<file path="src/dc_pkg.sv">
package dc_pkg;

   localparam int DATA_W    = 8;    // register and alu width
   localparam int MI_W      = 16;   // microinstruction word
   localparam int FIELD_W   = 4;    // register field
   localparam int G_W       = 3;    // bank register
   localparam int PSW_W     = 4;    // n z v c
   localparam int REG_COUNT = 26;   // 16 banked/fixed plus 10 fixed

   localparam int PSW_C = 0;        // carry or borrow
   localparam int PSW_V = 1;        // signed overflow
   localparam int PSW_Z = 2;        // zero
   localparam int PSW_N = 3;        // negative

   localparam int OP_MSB  = 15;     // opcode field
   localparam int OP_LSB  = 12;
   localparam int FA_MSB  = 3;      // register a field
   localparam int FA_LSB  = 0;
   localparam int FB_MSB  = 7;      // register b field
   localparam int FB_LSB  = 4;
   localparam int LIT_MSB = 11;     // literal overlaps field b
   localparam int LIT_LSB = 4;

   typedef enum logic [3:0] {
      OP_ADD  = 4'h0,
      OP_SUB  = 4'h1,
      OP_AND  = 4'h2,
      OP_OR   = 4'h3,
      OP_XOR  = 4'h4,
      OP_MOV  = 4'h5,
      OP_LIT  = 4'h6,
      OP_SETG = 4'h7,
      OP_OUT  = 4'h8                // 9 to f are no-ops
   } opcode_e;

   typedef enum logic [1:0] {
      ST_IDLE     = 2'd0,
      ST_EXEC     = 2'd1,
      ST_ACK      = 2'd2,
      ST_WAIT_LOW = 2'd3
   } mi_state_e;

endpackage

</file>
<file path="src/mi_control.sv">
module mi_control
(
   input  logic                          c1,       // clock
   input  logic                          arst_n,   // async reset
   input  logic                          mi_req,   // handshake request
   input  logic [dc_pkg::MI_W-1:0]       mi,       // microinstruction word
   input  logic [dc_pkg::DATA_W-1:0]     ra,       // register port a
   input  logic [dc_pkg::DATA_W-1:0]     rb,       // register port b
   output logic                          mi_ack,   // handshake acknowledge
   output logic                          exec,     // one-cycle execute strobe
   output dc_pkg::opcode_e               op,       // decoded opcode
   output logic [dc_pkg::FIELD_W-1:0]    fa_sel,   // field a
   output logic [dc_pkg::FIELD_W-1:0]    fb_sel,   // field b
   output logic [dc_pkg::DATA_W-1:0]     lit,      // literal
   output logic [2*dc_pkg::DATA_W-1:0]   ad        // output data latch
);

   dc_pkg::mi_state_e           state;
   dc_pkg::mi_state_e           state_nxt;
   logic [dc_pkg::MI_W-1:0]     mir;              // held microinstruction
   logic                        capture;          // accept new word

   assign capture = (state == dc_pkg::ST_IDLE) & mi_req;

   // handshake FSM
   always_comb
   begin
      state_nxt = state;
      case (state)
         dc_pkg::ST_IDLE:
            if (mi_req)
               state_nxt = dc_pkg::ST_EXEC;
         dc_pkg::ST_EXEC:
            state_nxt = dc_pkg::ST_ACK;                 // writes land here
         dc_pkg::ST_ACK:
            if (mi_req)
               state_nxt = dc_pkg::ST_WAIT_LOW;
            else
               state_nxt = dc_pkg::ST_IDLE;
         dc_pkg::ST_WAIT_LOW:
            if (!mi_req)
               state_nxt = dc_pkg::ST_IDLE;          // hold ack while req high
         default:
            state_nxt = dc_pkg::ST_IDLE;
      endcase
   end

   always_ff @(posedge c1 or negedge arst_n)
   begin
      if (!arst_n)
         state <= dc_pkg::ST_IDLE;
      else
         state <= state_nxt;
   end

   assign exec   = (state == dc_pkg::ST_EXEC);
   assign mi_ack = (state == dc_pkg::ST_ACK) | (state == dc_pkg::ST_WAIT_LOW);

   // microinstruction register, loaded once per request
   always_ff @(posedge c1 or negedge arst_n)
   begin
      if (!arst_n)
         mir <= '0;
      else if (capture)
         mir <= mi;
   end

   // field split of the held word
   assign op     = dc_pkg::opcode_e'(mir[dc_pkg::OP_MSB:dc_pkg::OP_LSB]);
   assign fa_sel = mir[dc_pkg::FA_MSB:dc_pkg::FA_LSB];
   assign fb_sel = mir[dc_pkg::FB_MSB:dc_pkg::FB_LSB];
   assign lit    = mir[dc_pkg::LIT_MSB:dc_pkg::LIT_LSB];

   // B operand goes out on the high byte, A on the low byte
   always_ff @(posedge c1 or negedge arst_n)
   begin
      if (!arst_n)
         ad <= '0;
      else if (exec && (op == dc_pkg::OP_OUT))
         ad <= {rb, ra};
   end

endmodule

</file>
<file path="src/reg_file.sv">
module reg_file
(
   input  logic                          c1,       // clock
   input  logic                          arst_n,   // async reset
   input  logic                          exec,     // execute strobe
   input  dc_pkg::opcode_e               op,       // current opcode
   input  logic [dc_pkg::FIELD_W-1:0]    fa_sel,   // field a
   input  logic [dc_pkg::FIELD_W-1:0]    fb_sel,   // field b
   input  logic [dc_pkg::DATA_W-1:0]     lit,      // literal
   input  logic [dc_pkg::DATA_W-1:0]     result,   // alu result
   output logic [dc_pkg::DATA_W-1:0]     ra,       // read port a
   output logic [dc_pkg::DATA_W-1:0]     rb        // read port b
);

   localparam int IDX_W = $clog2(dc_pkg::REG_COUNT);

   logic [dc_pkg::DATA_W-1:0]   regs [dc_pkg::REG_COUNT];
   logic [dc_pkg::G_W-1:0]      g;                // bank register
   logic [IDX_W-1:0]            idx_a;
   logic [IDX_W-1:0]            idx_b;
   logic                        reg_we;
   logic                        g_we;

   // field to register index through the current bank
   function automatic logic [IDX_W-1:0] map_reg
   (
      input logic [dc_pkg::FIELD_W-1:0] f,
      input logic [dc_pkg::G_W-1:0]     bank
   );
      if (f == 4'd0)
         map_reg = IDX_W'({bank, 1'b0});              // 2G
      else if (f == 4'd1)
         map_reg = IDX_W'({bank, 1'b1});              // 2G+1
      else
         map_reg = IDX_W'(dc_pkg::REG_COUNT + 1 - int'(f));  // fixed, 25 down to 12
   endfunction

   assign idx_a = map_reg(fa_sel, g);
   assign idx_b = map_reg(fb_sel, g);

   assign ra = regs[idx_a];
   assign rb = regs[idx_b];

   assign reg_we = exec && (op inside {dc_pkg::OP_ADD, dc_pkg::OP_SUB, dc_pkg::OP_AND,
                                       dc_pkg::OP_OR, dc_pkg::OP_XOR, dc_pkg::OP_MOV,
                                       dc_pkg::OP_LIT});
   assign g_we   = exec && (op == dc_pkg::OP_SETG);

   always_ff @(posedge c1 or negedge arst_n)
   begin
      if (!arst_n)
         g <= '0;
      else if (g_we)
         g <= lit[dc_pkg::G_W-1:0];
   end

   // result always lands in the A register
   always_ff @(posedge c1 or negedge arst_n)
   begin
      if (!arst_n)
      begin
         for (int i = 0; i < dc_pkg::REG_COUNT; i++)
            regs[i] <= '0;
      end
      else if (reg_we)
         regs[idx_a] <= result;
   end

endmodule

</file>
<file path="src/alu_psw.sv">
module alu_psw
(
   input  logic                          c1,       // clock
   input  logic                          arst_n,   // async reset
   input  logic                          exec,     // execute strobe
   input  dc_pkg::opcode_e               op,       // current opcode
   input  logic [dc_pkg::DATA_W-1:0]     ra,       // operand a
   input  logic [dc_pkg::DATA_W-1:0]     rb,       // operand b
   input  logic [dc_pkg::DATA_W-1:0]     lit,      // literal
   output logic [dc_pkg::DATA_W-1:0]     result,   // value for register a
   output logic [dc_pkg::PSW_W-1:0]      psw       // status flags
);

   logic                        sub;
   logic                        is_arith;
   logic                        is_logic;
   logic [dc_pkg::DATA_W-1:0]   fb;               // b after inversion
   logic [dc_pkg::DATA_W-1:0]   prop;
   logic [dc_pkg::DATA_W-1:0]   gen;
   logic [dc_pkg::DATA_W-1:0]   carry;            // carry out of each bit
   logic [dc_pkg::DATA_W-1:0]   sum;

   assign sub      = (op == dc_pkg::OP_SUB);
   assign is_arith = (op == dc_pkg::OP_ADD) | sub;
   assign is_logic = op inside {dc_pkg::OP_AND, dc_pkg::OP_OR, dc_pkg::OP_XOR,
                                dc_pkg::OP_MOV, dc_pkg::OP_LIT};

   // a + ~b + 1 for subtract
   assign fb   = sub ? ~rb : rb;
   assign prop = ra ^ fb;
   assign gen  = ra & fb;

   always_comb
   begin
      carry[0] = gen[0] | (prop[0] & sub);
      for (int i = 1; i < dc_pkg::DATA_W; i++)
         carry[i] = gen[i] | (prop[i] & carry[i-1]);
   end

   assign sum = prop ^ {carry[dc_pkg::DATA_W-2:0], sub};

   always_comb
   begin
      case (op)
         dc_pkg::OP_ADD, dc_pkg::OP_SUB: result = sum;
         dc_pkg::OP_AND:                 result = ra & rb;
         dc_pkg::OP_OR:                  result = ra | rb;
         dc_pkg::OP_XOR:                 result = ra ^ rb;
         dc_pkg::OP_MOV:                 result = rb;
         dc_pkg::OP_LIT:                 result = lit;
         default:                        result = ra;   // not written back
      endcase
   end

   always_ff @(posedge c1 or negedge arst_n)
   begin
      if (!arst_n)
         psw <= '0;
      else if (exec && (is_arith || is_logic))
      begin
         if (is_arith)
            psw[dc_pkg::PSW_C] <= carry[dc_pkg::DATA_W-1] ^ sub;  // borrow on sub
         psw[dc_pkg::PSW_V] <= is_arith &
                               (carry[dc_pkg::DATA_W-1] ^ carry[dc_pkg::DATA_W-2]);
         psw[dc_pkg::PSW_Z] <= (result == '0);
         psw[dc_pkg::PSW_N] <= result[dc_pkg::DATA_W-1];
      end
   end

endmodule

</file>
<file path="src/dc_top.sv">
module dc_top
(
   input  logic                          c1,       // clock
   input  logic                          arst_n,   // async reset, active low
   input  logic                          mi_req,   // handshake request
   input  logic [dc_pkg::MI_W-1:0]       mi,       // microinstruction word
   output logic                          mi_ack,   // handshake acknowledge
   output logic [2*dc_pkg::DATA_W-1:0]   ad,       // output data latch
   output logic [dc_pkg::PSW_W-1:0]      psw       // processor status word
);

   logic                        exec;
   dc_pkg::opcode_e             op;
   logic [dc_pkg::FIELD_W-1:0]  fa_sel;
   logic [dc_pkg::FIELD_W-1:0]  fb_sel;
   logic [dc_pkg::DATA_W-1:0]   lit;
   logic [dc_pkg::DATA_W-1:0]   ra;
   logic [dc_pkg::DATA_W-1:0]   rb;
   logic [dc_pkg::DATA_W-1:0]   result;

   mi_control u_mi_control
   (
      .c1(c1),
      .arst_n(arst_n),
      .mi_req(mi_req),
      .mi(mi),
      .ra(ra),
      .rb(rb),
      .mi_ack(mi_ack),
      .exec(exec),
      .op(op),
      .fa_sel(fa_sel),
      .fb_sel(fb_sel),
      .lit(lit),
      .ad(ad)
   );

   reg_file u_reg_file
   (
      .c1(c1),
      .arst_n(arst_n),
      .exec(exec),
      .op(op),
      .fa_sel(fa_sel),
      .fb_sel(fb_sel),
      .lit(lit),
      .result(result),
      .ra(ra),
      .rb(rb)
   );

   alu_psw u_alu_psw
   (
      .c1(c1),
      .arst_n(arst_n),
      .exec(exec),
      .op(op),
      .ra(ra),
      .rb(rb),
      .lit(lit),
      .result(result),
      .psw(psw)
   );

endmodule

</file>
<file path="config.mk">
export PLATFORM = sky130hd
export DESIGN_NAME = dc_top
export DESIGN_NICKNAME = d
export VERILOG_FILES = /design/src/dc_pkg.sv /design/src/mi_control.sv /design/src/reg_file.sv /design/src/alu_psw.sv /design/src/dc_top.sv
export SDC_FILE = /design/constraint.sdc
export NUM_CORES = 1
export LEC_CHECK = 0
export ABC_AREA = 1
export BUFFER_PORTS_ARGS = -buffer_cell sky130_fd_sc_hd__buf_2
export CORE_MARGIN = 5
export CORE_UTILIZATION = 45
export CTS_CLUSTER_DIAMETER = 80
export DETAILED_ROUTE_END_ITERATION = 10
export PLACE_DENSITY = 0.64
export SYNTH_ARGS = -nofsm -noshare
export SYNTH_HDL_FRONTEND = slang
export SYNTH_SLANG_ARGS = --single-unit
</file>
<file path="constraint.sdc">
create_clock -name c1 -period 8.2 [get_ports c1]
set_clock_uncertainty 0.2 [all_clocks]
set_input_delay 1.23 -clock c1 [delete_from_list [all_inputs] [get_ports c1]]
set_output_delay 1.23 -clock c1 [all_outputs]
set_load 0.02 [all_outputs]
</file>
---- After elaboration in Yosys (flattened, before gate mapping) ----
Index checks and enable logic that the tools add are counted.
storage, ports and cells
  output and inout bits ................... 21
  bits in registers ....................... 249
  input port bits ......................... 19
operators by class
  equality and inequality tests ........... 15
  add/sub/neg operators ................... 2
  reduce and logical (&&, ||, !) cells .... 16
  bitwise operators ....................... 31
  $lt $le $gt $ge ......................... 3
  muxes and demuxes ....................... 19
operators by type and width
  cell                                                         number
  bitwise mux 208 bit                                          1
  binary-select mux 8 bit (select 5 bit)                       2
  2-to-1 mux 8 bit                                             6
  case mux 8 bit (6 select lines)                              1
  demux 8 bit (select 5 bit)                                   1
  bitwise XOR 8 bit                                            3
  2-to-1 mux 5 bit                                             4
  AND 8 bit                                                    2
  equality test 4 x 3 -> 1 bit (second input constant)         4
  equality test 4 x 1 -> 1 bit (second input constant)         3
  greater-or-equal comparator 6 bit (second input constant)    2
  logical NOT 4 bit                                            3
  inverter 5 -> 6 bit                                          2
  AND 1 bit                                                    10
  OR 1 bit                                                     10
  subtractor 5 x 4 -> 5 bit (first input constant)             2
  equality test 4 x 2 -> 1 bit (second input constant)         2
  logical NOT 8 bit                                            1
  inverter 8 bit                                               1
  OR 8 bit                                                     1
  case mux 2 bit (4 select lines)                              1
  nonzero test 7 bit                                           1
  less-than comparator 6 x 1 -> 1 bit (second input constant)  1
  2-to-1 mux 2 bit                                             3
  11 further kinds                                             19

---- Depth between registers and ports, before layout ----
Gate-level depths: netlist of run 1.
  word-level depth ........................ 28
  gate-level depth with buffers ........... 34

---- Modules after synthesis ----
From an unflattened synthesis of run 1, not the netlist that was laid out.
unflattened totals
  cell total of the unflattened synthesis .. 2222
  area total of the unflattened synthesis .. 15313.4 sq um
by module, submodules not included
  module      area each (sq um)  seq. area each (sq um)  cells each  times used
  reg_file    12604.6            5280.1                  1853        1
  mi_control  1405.1             850.8                   154         1
  alu_psw     1303.8             100.1                   215         1

---- Least setup slack after synthesis of run 1 ----
No wires, ideal clock.
  kind .................................... register to register
  start ................................... reg u_mi_control.mir[2] (netlist bit)
  end ..................................... reg u_reg_file.regs[31] (netlist bit)
  arrival time ............................ 6.141 ns
  stages on the path, launching flop included .. 33
  required time ........................... 7.868 ns
  path buffers ............................ 3
  setup slack ............................. 1.728 ns
  cells stage by stage .................... dfrtp_1 inv_1 ha_1 inv_2 nor2_4 nand2_2 nand2_4 buf_6 nor2_4 buf_6 a21oi_1 nand2_1 nand2_1 nand2_1 nor2_1 nand2_2 nand2_1 o21ai_0 fa_1 fa_1 fa_1 fa_1 fa_1 fa_1 fa_1 o21ai_0 a21oi_1 o21ai_0 a211oi_1 nand2_1 nand2_4 buf_6 o21ai_2
between the ends
  cells in the longest elaborated chain, start to end .. 25
ends and longest elaborated chain
  item                                                                              line                            source
  from (decl)                                                                       mi_control.sv:20                logic [dc_pkg::MI_W-1:0] mir;
  from (signal assigned)                                                            mi_control.sv:65                mir <= mi;
  subtractor 5 x 4 -> 5 bit / equality test 4 x 1 -> 1 bit (equally long branches)  reg_file.sv:35, reg_file.sv:32
  2-to-1 mux 5 bit                                                                  reg_file.sv:32                  else if (f == 4'd1)
  2-to-1 mux 5 bit (*)                                                              reg_file.sv:30                  if (f == 4'd0)
  inverter 5 -> 6 bit (not written as such) (*)                                     reg_file.sv:41, reg_file.sv:66
  binary-select mux 8 bit (select 5 bit)                                            reg_file.sv:41                  assign ra = regs[idx_a];
  2-to-1 mux 8 bit (not written as such) (2 in series)                              reg_file.sv:41
  bitwise XOR 8 bit                                                                 alu_psw.sv:30                   assign prop = ra ^ fb;
  AND 1 bit                                                                         alu_psw.sv:35                   carry[0] = gen[0] | (prop[0] & sub);
  (+8 left out)                                                                     --
  OR 1 bit                                                                          alu_psw.sv:37                   carry[i] = gen[i] | (prop[i] & carry[i-1]);
  AND 1 bit                                                                         alu_psw.sv:37
  OR 1 bit                                                                          alu_psw.sv:37
  AND 1 bit                                                                         alu_psw.sv:37
  OR 1 bit                                                                          alu_psw.sv:37
  bitwise XOR 8 bit                                                                 alu_psw.sv:40                   assign sum = prop ^ {carry[dc_pkg::DATA_W-2:0], sub};
  case mux 8 bit (6 select lines)                                                   alu_psw.sv:44                   case (op)
  bitwise mux 208 bit (*)                                                           reg_file.sv:66                  regs[idx_a] <= result;
  to (signal, indexed assignment)                                                   reg_file.sv:66
  to (decl)                                                                         reg_file.sv:17                  logic [dc_pkg::DATA_W-1:0] regs [dc_pkg::REG_COUNT];
Every way passes the cells marked *; elsewhere a longest branch is shown, timed or not. The select of a mux whose other input is x is not followed.
A chain may end at the register's enable or synchronous reset.

---- Final worst setup path of run 1 ----
  start ................................... reg u_mi_control.mir[2] (netlist bit)
  end ..................................... reg u_reg_file.regs[87] (netlist bit)
The elaborated chain is that of the path after synthesis.

==> results.yml, run 1 <==
run_status:
  status: "finished, final reports clean"
synthesis:
  postSynth.asyncResetShare: 1.00
  synth_area_leader_cell: "dfrtp_1"
  synth_enable_flop_cells: 0
  ys_ff_latch: 249
  synth_top_cell_area_share: 0.407
  synthDistinctLibCells: 44
  yosys-top-cells-area: "dfrtp_1, nand2_1, o21ai_2"
  synth_flop_cell: "dfrtp_1"
  synth_most_common_cell: "nand2_1"
  mappedNetlistArea_um2: 15300
  seq_area_frac_synth: 0.407
  ys_warn_count: 0
  synth_commonest_cells: "nand2_1, dfrtp_1, nor2_1"
  synth_fp_nets: 2114
  synthCells: 2068
  syn_avg_cell_area_um2: 7.40
cts:
  clk_pin_slew_worst_paths_ns: 0.06
  cts-buffers-inserted: 30
  cts_hold_buf: 0
  cts_resized: 0
  cts_root_buffer: "clkbuf_16"
  cts.sinks: 249
  post_cts_buffers: 0
  h-tree-depth: 1
  cts_tree: "yes"
  cts_buffer_depth: 3
  insertion_delay_ns: 0.60
grt:
  grt_pass1_wl_um: 80800
  antenna_found_initial: 0
  grt_overflow_total: 0
  grt_pass1_vias: 13400
  grt_max_degree: 151
  grtUsageTotal: 0.271
setup_path:
  path_common_cell: "fa_1"
  startpoint: "u_mi_control.mir[2]"
  critPathKind: "reg -> reg"
  critical_path.slowest_cell: "fa_1"
  endpoint_kind: "register"
  crit_fanout: 21
  crit_arrival_ns: 8.05
  r2r_slack_ns: 0.39
  startpoint_type: "register"
  reg2regPathDepth: 29
  worstReg2RegStart: "u_mi_control.mir[2]"
  cp_slowest_stage_delay_ns: 0.52
  r2r-end: "u_reg_file.regs[87]"
  required_ns: 8.44
floorplan:
  start_util: 0.456
  die_h_um: 194
  row_count: 67
  pin_count: 40
  dieArea_um2: 37800
  die_x_um: 194
  coreArea_um2: 33500
final_layout:
  final_nets: 2109
  diodes: 0
  final-instance-count-excl-fill: 2531
  postLayoutCellArea_um2: 16600
  layout-drive-gt1-share: 0.150
  final_util: 0.496
  syn_to_final_growth_pct: 8.76
routing:
  met3_length_um: 4890
  drt_pass1_iterations: 6
  drt_iter0_drc: 1447
  wl_per_cell_um: 20.3
  drc: 0
  drtAntennaViolNets: 0
  viasPerCell: 5.49
  routed_wl_um: 51500
  route.met2.wl_um: 22100
  top_layer_used: "met4"
  wl_met1_um: 22400
  num_vias: 13900
sta:
  finalHoldViolations: 0
  max_freq_ghz: 0.128
  tightest_slew_ns: 0.878
  rsz0062_at_grt: "no"
  maxSlewHeadroom: 0.415
  drv_slew: 0
  finalCritPeriodShare: 0.953
  setup-violations-final: 0
  fin_setup_tns_ns: 0
  post-route-min-period_ns: 7.81
power:
  p_leak_nw: 8.01
  vdd_ir_drop_max_mv: 0.257
  cellPowerDensity_nw_per_um2: 467
  power_mw: 7.77
placed_design:
  gp_congestion: 0.991
  placed_area_um2: 15600
  port_buffers: 39
  dp_hpwl_um: 35300
  placed_cells: 2479
hold_path:
  min-delay-start: "u_alu_psw.psw[3]"
  whs_endpoint: "u_alu_psw.psw[3]"
  hp-class: "reg -> reg"
  holdPathStages: 2
run:
  max_cap_violations: 0
## through the flow
stage	setup slack (ns)	hold WS, ns
final	0.388	0.276
after global routing	0.0251	0.299
after CTS	0.498	0.282
after detailed placement	0.519	0.268
after global placement	0.623	0.266
after floorplan	1.73	0.253
## layer usage
metal / track usage / up-vias
met5: 0 / -
met4: 0.0982 / 0
met3: 0.0637 / 115
met2: 0.402 / 591
met1: 0.388 / 6556
li1: - / 6635
## flip-flops by register name (all words and copies together) (netlist names)
register / flops
u_reg_file.regs: 208
u_mi_control.ad: 16
u_mi_control.mir: 16
u_alu_psw.psw: 4
u_reg_file.g: 3
u_mi_control.state: 2
## power by group
group	total [mW]	switching [mW]	leakage (nW)	internal [mW]
clock	1.39	0.554	0.503	0.832
sequential	1.88	0.299	3.38	1.59
combinational	4.50	3.31	4.13	1.19
total	7.77	4.16	8.01	3.60
## worst max path at each step
| stage | end | cells past startpoint | slack (ns) |
|---|---|---|---|
| finish | u_reg_file.regs[87] | 29 | 0.39 |
| global route | u_reg_file.regs[87] | 29 | 0.03 |
| CTS | u_reg_file.regs[95] | 29 | 0.50 |
| detailed placement | u_reg_file.regs[95] | 29 | 0.52 |
| global placement | u_reg_file.regs[95] | 29 | 0.62 |
| floorplan | u_reg_file.regs[31] | 32 | 1.73 |
## worst max-delay path, delay by kind of cell, from the launching register on
| family | cells | cell delay, ns |
|---|---|---|
| flip-flops | 1 | 0.34 |
| AND/OR/NAND/NOR | 10 | 1.72 |
| AO/OA/AOI/OAI | 8 | 1.20 |
| adder cells (fa/ha/maj) | 8 | 3.64 |
| buffers and inverters | 3 | 0.58 |
## logic make-up after synthesis
logic type	Yosys count	synth area share
buffers and inverters	302	0.0944
AND/OR/NAND/NOR	1086	0.302
multiplexers	5	0.00368
AO/OA/AOI/OAI	390	0.162
adder cells (fa/ha/maj)	27	0.0255
XOR/XNOR	9	0.00515
flip-flops	249	0.407
## final cells by class
type / count / area [um^2]
flip-flops and latches: 249 / 6230
clock inverters: 12 / 155
fillers: 3413 / 16900
clock buffers: 40 / 868
repair buffers: 71 / 470
inverters: 194 / 731
multi-input cells: 1517 / 7630
well taps: 448 / 561
## cells in the final DEF, fill, tap and decap left out, drive strengths merged
cell type | synthesis | routed
buf | 82 | 71
nand2 | 670 | 670
bufinv | 0 | 3
a21oi | 81 | 81
fa | 7 | 7
o22ai | 16 | 16
clkbuf | 26 | 40
nor3 | 16 | 16
o211ai | 16 | 16
ha | 20 | 20
clkinv | 0 | 6
o221ai | 1 | 1
a2111oi | 2 | 2
xnor2 | 2 | 2
o31ai | 1 | 1
a311oi | 1 | 1
a32o | 1 | 1
nor4 | 1 | 1
o21ai | 266 | 266
nor2 | 236 | 236
inv | 194 | 195
nand3 | 159 | 159
mux2 | 5 | 5
a211oi | 4 | 4
nand4 | 2 | 2
xor2 | 7 | 7
clkinvlp | 0 | 2
o2111ai | 1 | 1
or2 | 2 | 2
dfrtp | 249 | 249
Power figures use the tool's default switching activity.
==> run 2: changes to the inputs <==
Settings changed: CTS_BUF_LIST set to sky130_fd_sc_hd__clkbuf_8, PLACE_DENSITY 0.64 to unset.
==> results.yml, run 2 (synthesis results as in run 1) <==
cts:
  cts-buffers-inserted: 48
  post_cts_buffers: 0
  clk_pin_slew_worst_paths_ns: 0.06
  cts_buffer_depth: 3
  insertion_delay_ns: 0.60
  h-tree-depth: 2
  cts_resized: 0
  cts_root_buffer: "clkbuf_8"
  cts_hold_buf: 0
  cts.sinks: 249
  cts_tree: "yes"
setup_path:
  path_common_cell: "fa_1"
  crit_family: "adder cells"
  path_depth: 26
  crit_arrival_ns: 8.13
  critical_path.slowest_cell: "fa_1"
  startpoint_type: "register"
  required_ns: 8.44
  endpoint_kind: "register"
  crit_fanout: 24
  critPathKind: "reg -> reg"
  reg2regPathDepth: 26
  cp_slowest_stage_delay_ns: 0.53
  path_buf_inv: 4
floorplan:
  pin_count: 40
  dieArea_um2: 37800
  start_util: 0.456
  die_h_um: 194
  row_count: 67
  coreArea_um2: 33500
  die_x_um: 194
final_layout:
  final_util: 0.498
  final_common_cell: "nand2_1"
  top_register: "u_reg_file.regs"
  largestRegisters: "u_reg_file.regs x208, u_mi_control.ad x16, u_mi_control.mir x16"
  largest_register_ffs: 208
  layout-drive-gt1-share: 0.158
  mostFrequentLayoutCells: "nand2_1, dfrtp_1, nor2_1, inv_1, nand3_1"
  final_nets: 2127
  syn_to_final_growth_pct: 9.08
  diodes: 0
run:
  max_cap_violations: 0
power:
  p_seq_frac: 0.240
  p_clk_frac: 0.174
  p_switching_mw: 4.23
  comb_power_share: 0.586
  swShare: 0.542
  internal_power_mw: 3.58
  vdd_ir_drop_max_mv: 0.375
  p_leak_nw: 8.11
  cellPowerDensity_nw_per_um2: 468
routing:
  num_vias: 14100
  drtAntennaViolNets: 0
  drt_iter0_drc: 1572
  routed_wl_um: 53400
  wl_per_cell_um: 20.8
  drt_pass1_iterations: 5
  drc: 0
  viasPerCell: 5.51
sta:
  tightest_slew_ns: 1.16
  max_freq_ghz: 0.127
  maxSlewHeadroom: 0.224
  setup-violations-final: 0
  drv_slew: 0
  rsz0062_at_grt: "no"
  finalCritPeriodShare: 0.962
  finalHoldViolations: 0
  post-route-min-period_ns: 7.89
  fin_setup_tns_ns: 0
placed_design:
  port_buffers: 39
  dp_hpwl_um: 36700
  gp_congestion: 0.971
grt:
  grt_pass1_wl_um: 82100
  grtUsageTotal: 0.279
  grt_pass1_vias: 13300
  antenna_found_initial: 0
  grt_overflow_total: 0
  grt_max_degree: 191
hold_path:
  hp-class: "reg -> reg"
  holdPathStages: 2
run_status:
  status: "finished, final reports clean"
==> run 2: power groups by stage <==
stage	sequential (mW)	clock, mW	combinational (mW)
2_1_floorplan	1.84	0	3.17
3_3_place_gp	1.88	0	4.46
3_5_place_dp	1.88	0	4.50
4_1_cts	1.87	1.38	4.52
5_1_grt	1.92	1.44	4.98
6_report	1.88	1.36	4.58
==> run 2: worst paths after layout <==
path / slack [ns] / from / to
worst max-delay path: 0.31 / u_mi_control.mir[2] / u_reg_file.regs[111]
worst min-delay path: 0.28 / u_reg_file.regs[29] / u_reg_file.regs[29]
worst max register to register: 0.31 / u_mi_control.mir[2] / u_reg_file.regs[111]
worst min register to register: 0.28 / u_reg_file.regs[29] / u_reg_file.regs[29]
max in group asynchronous: 5.94 / arst_n / u_reg_file.regs[53]
min in group asynchronous: 0.35 / arst_n / u_reg_file.regs[35]
==> run 2: worst min-delay path, cell delays in order (launching register included) <==
cell and delay [ns]:
dfrtp_1 0.34, nand2_1 0.06, o21ai_2 0.05
==> run 2: area by class of cell <==
| class | count | area (um^2) |
|---|---|---|
| clock inverters | 25 | 214 |
| clock buffers | 61 | 840 |
| repair buffers | 71 | 483 |
| flip-flops and latches | 249 | 6230 |
| fillers | 3392 | 16800 |
| inverters | 194 | 732 |
| well taps | 448 | 561 |
| multi-input cells | 1517 | 7630 |
==> run 2: per-stage QoR <==
stage	cell area, um^2	hold slack (ns)	setup slack [ns]	power [mW]	instances
after floorplan	15300	0.253	1.73	5.01	2068
after global placement	15600	0.265	0.541	6.34	2479
after detailed placement	15600	0.268	0.401	6.38	2479
after CTS	16700	0.282	0.372	7.77	2565
after global routing	16700	0.294	0.0998	8.34	2565
final	16700	0.281	0.309	7.81	2565
==> run 2: routing by layer <==
metal | vias to the layer above | global-route usage | wire length (um)
met3 | 121 | 0.0696 | 4950
li1 | 6674 | - | -
met2 | 586 | 0.413 | 23200
met4 | 0 | 0.107 | 2170
met5 | - | 0 | 0
met1 | 6758 | 0.396 | 23100
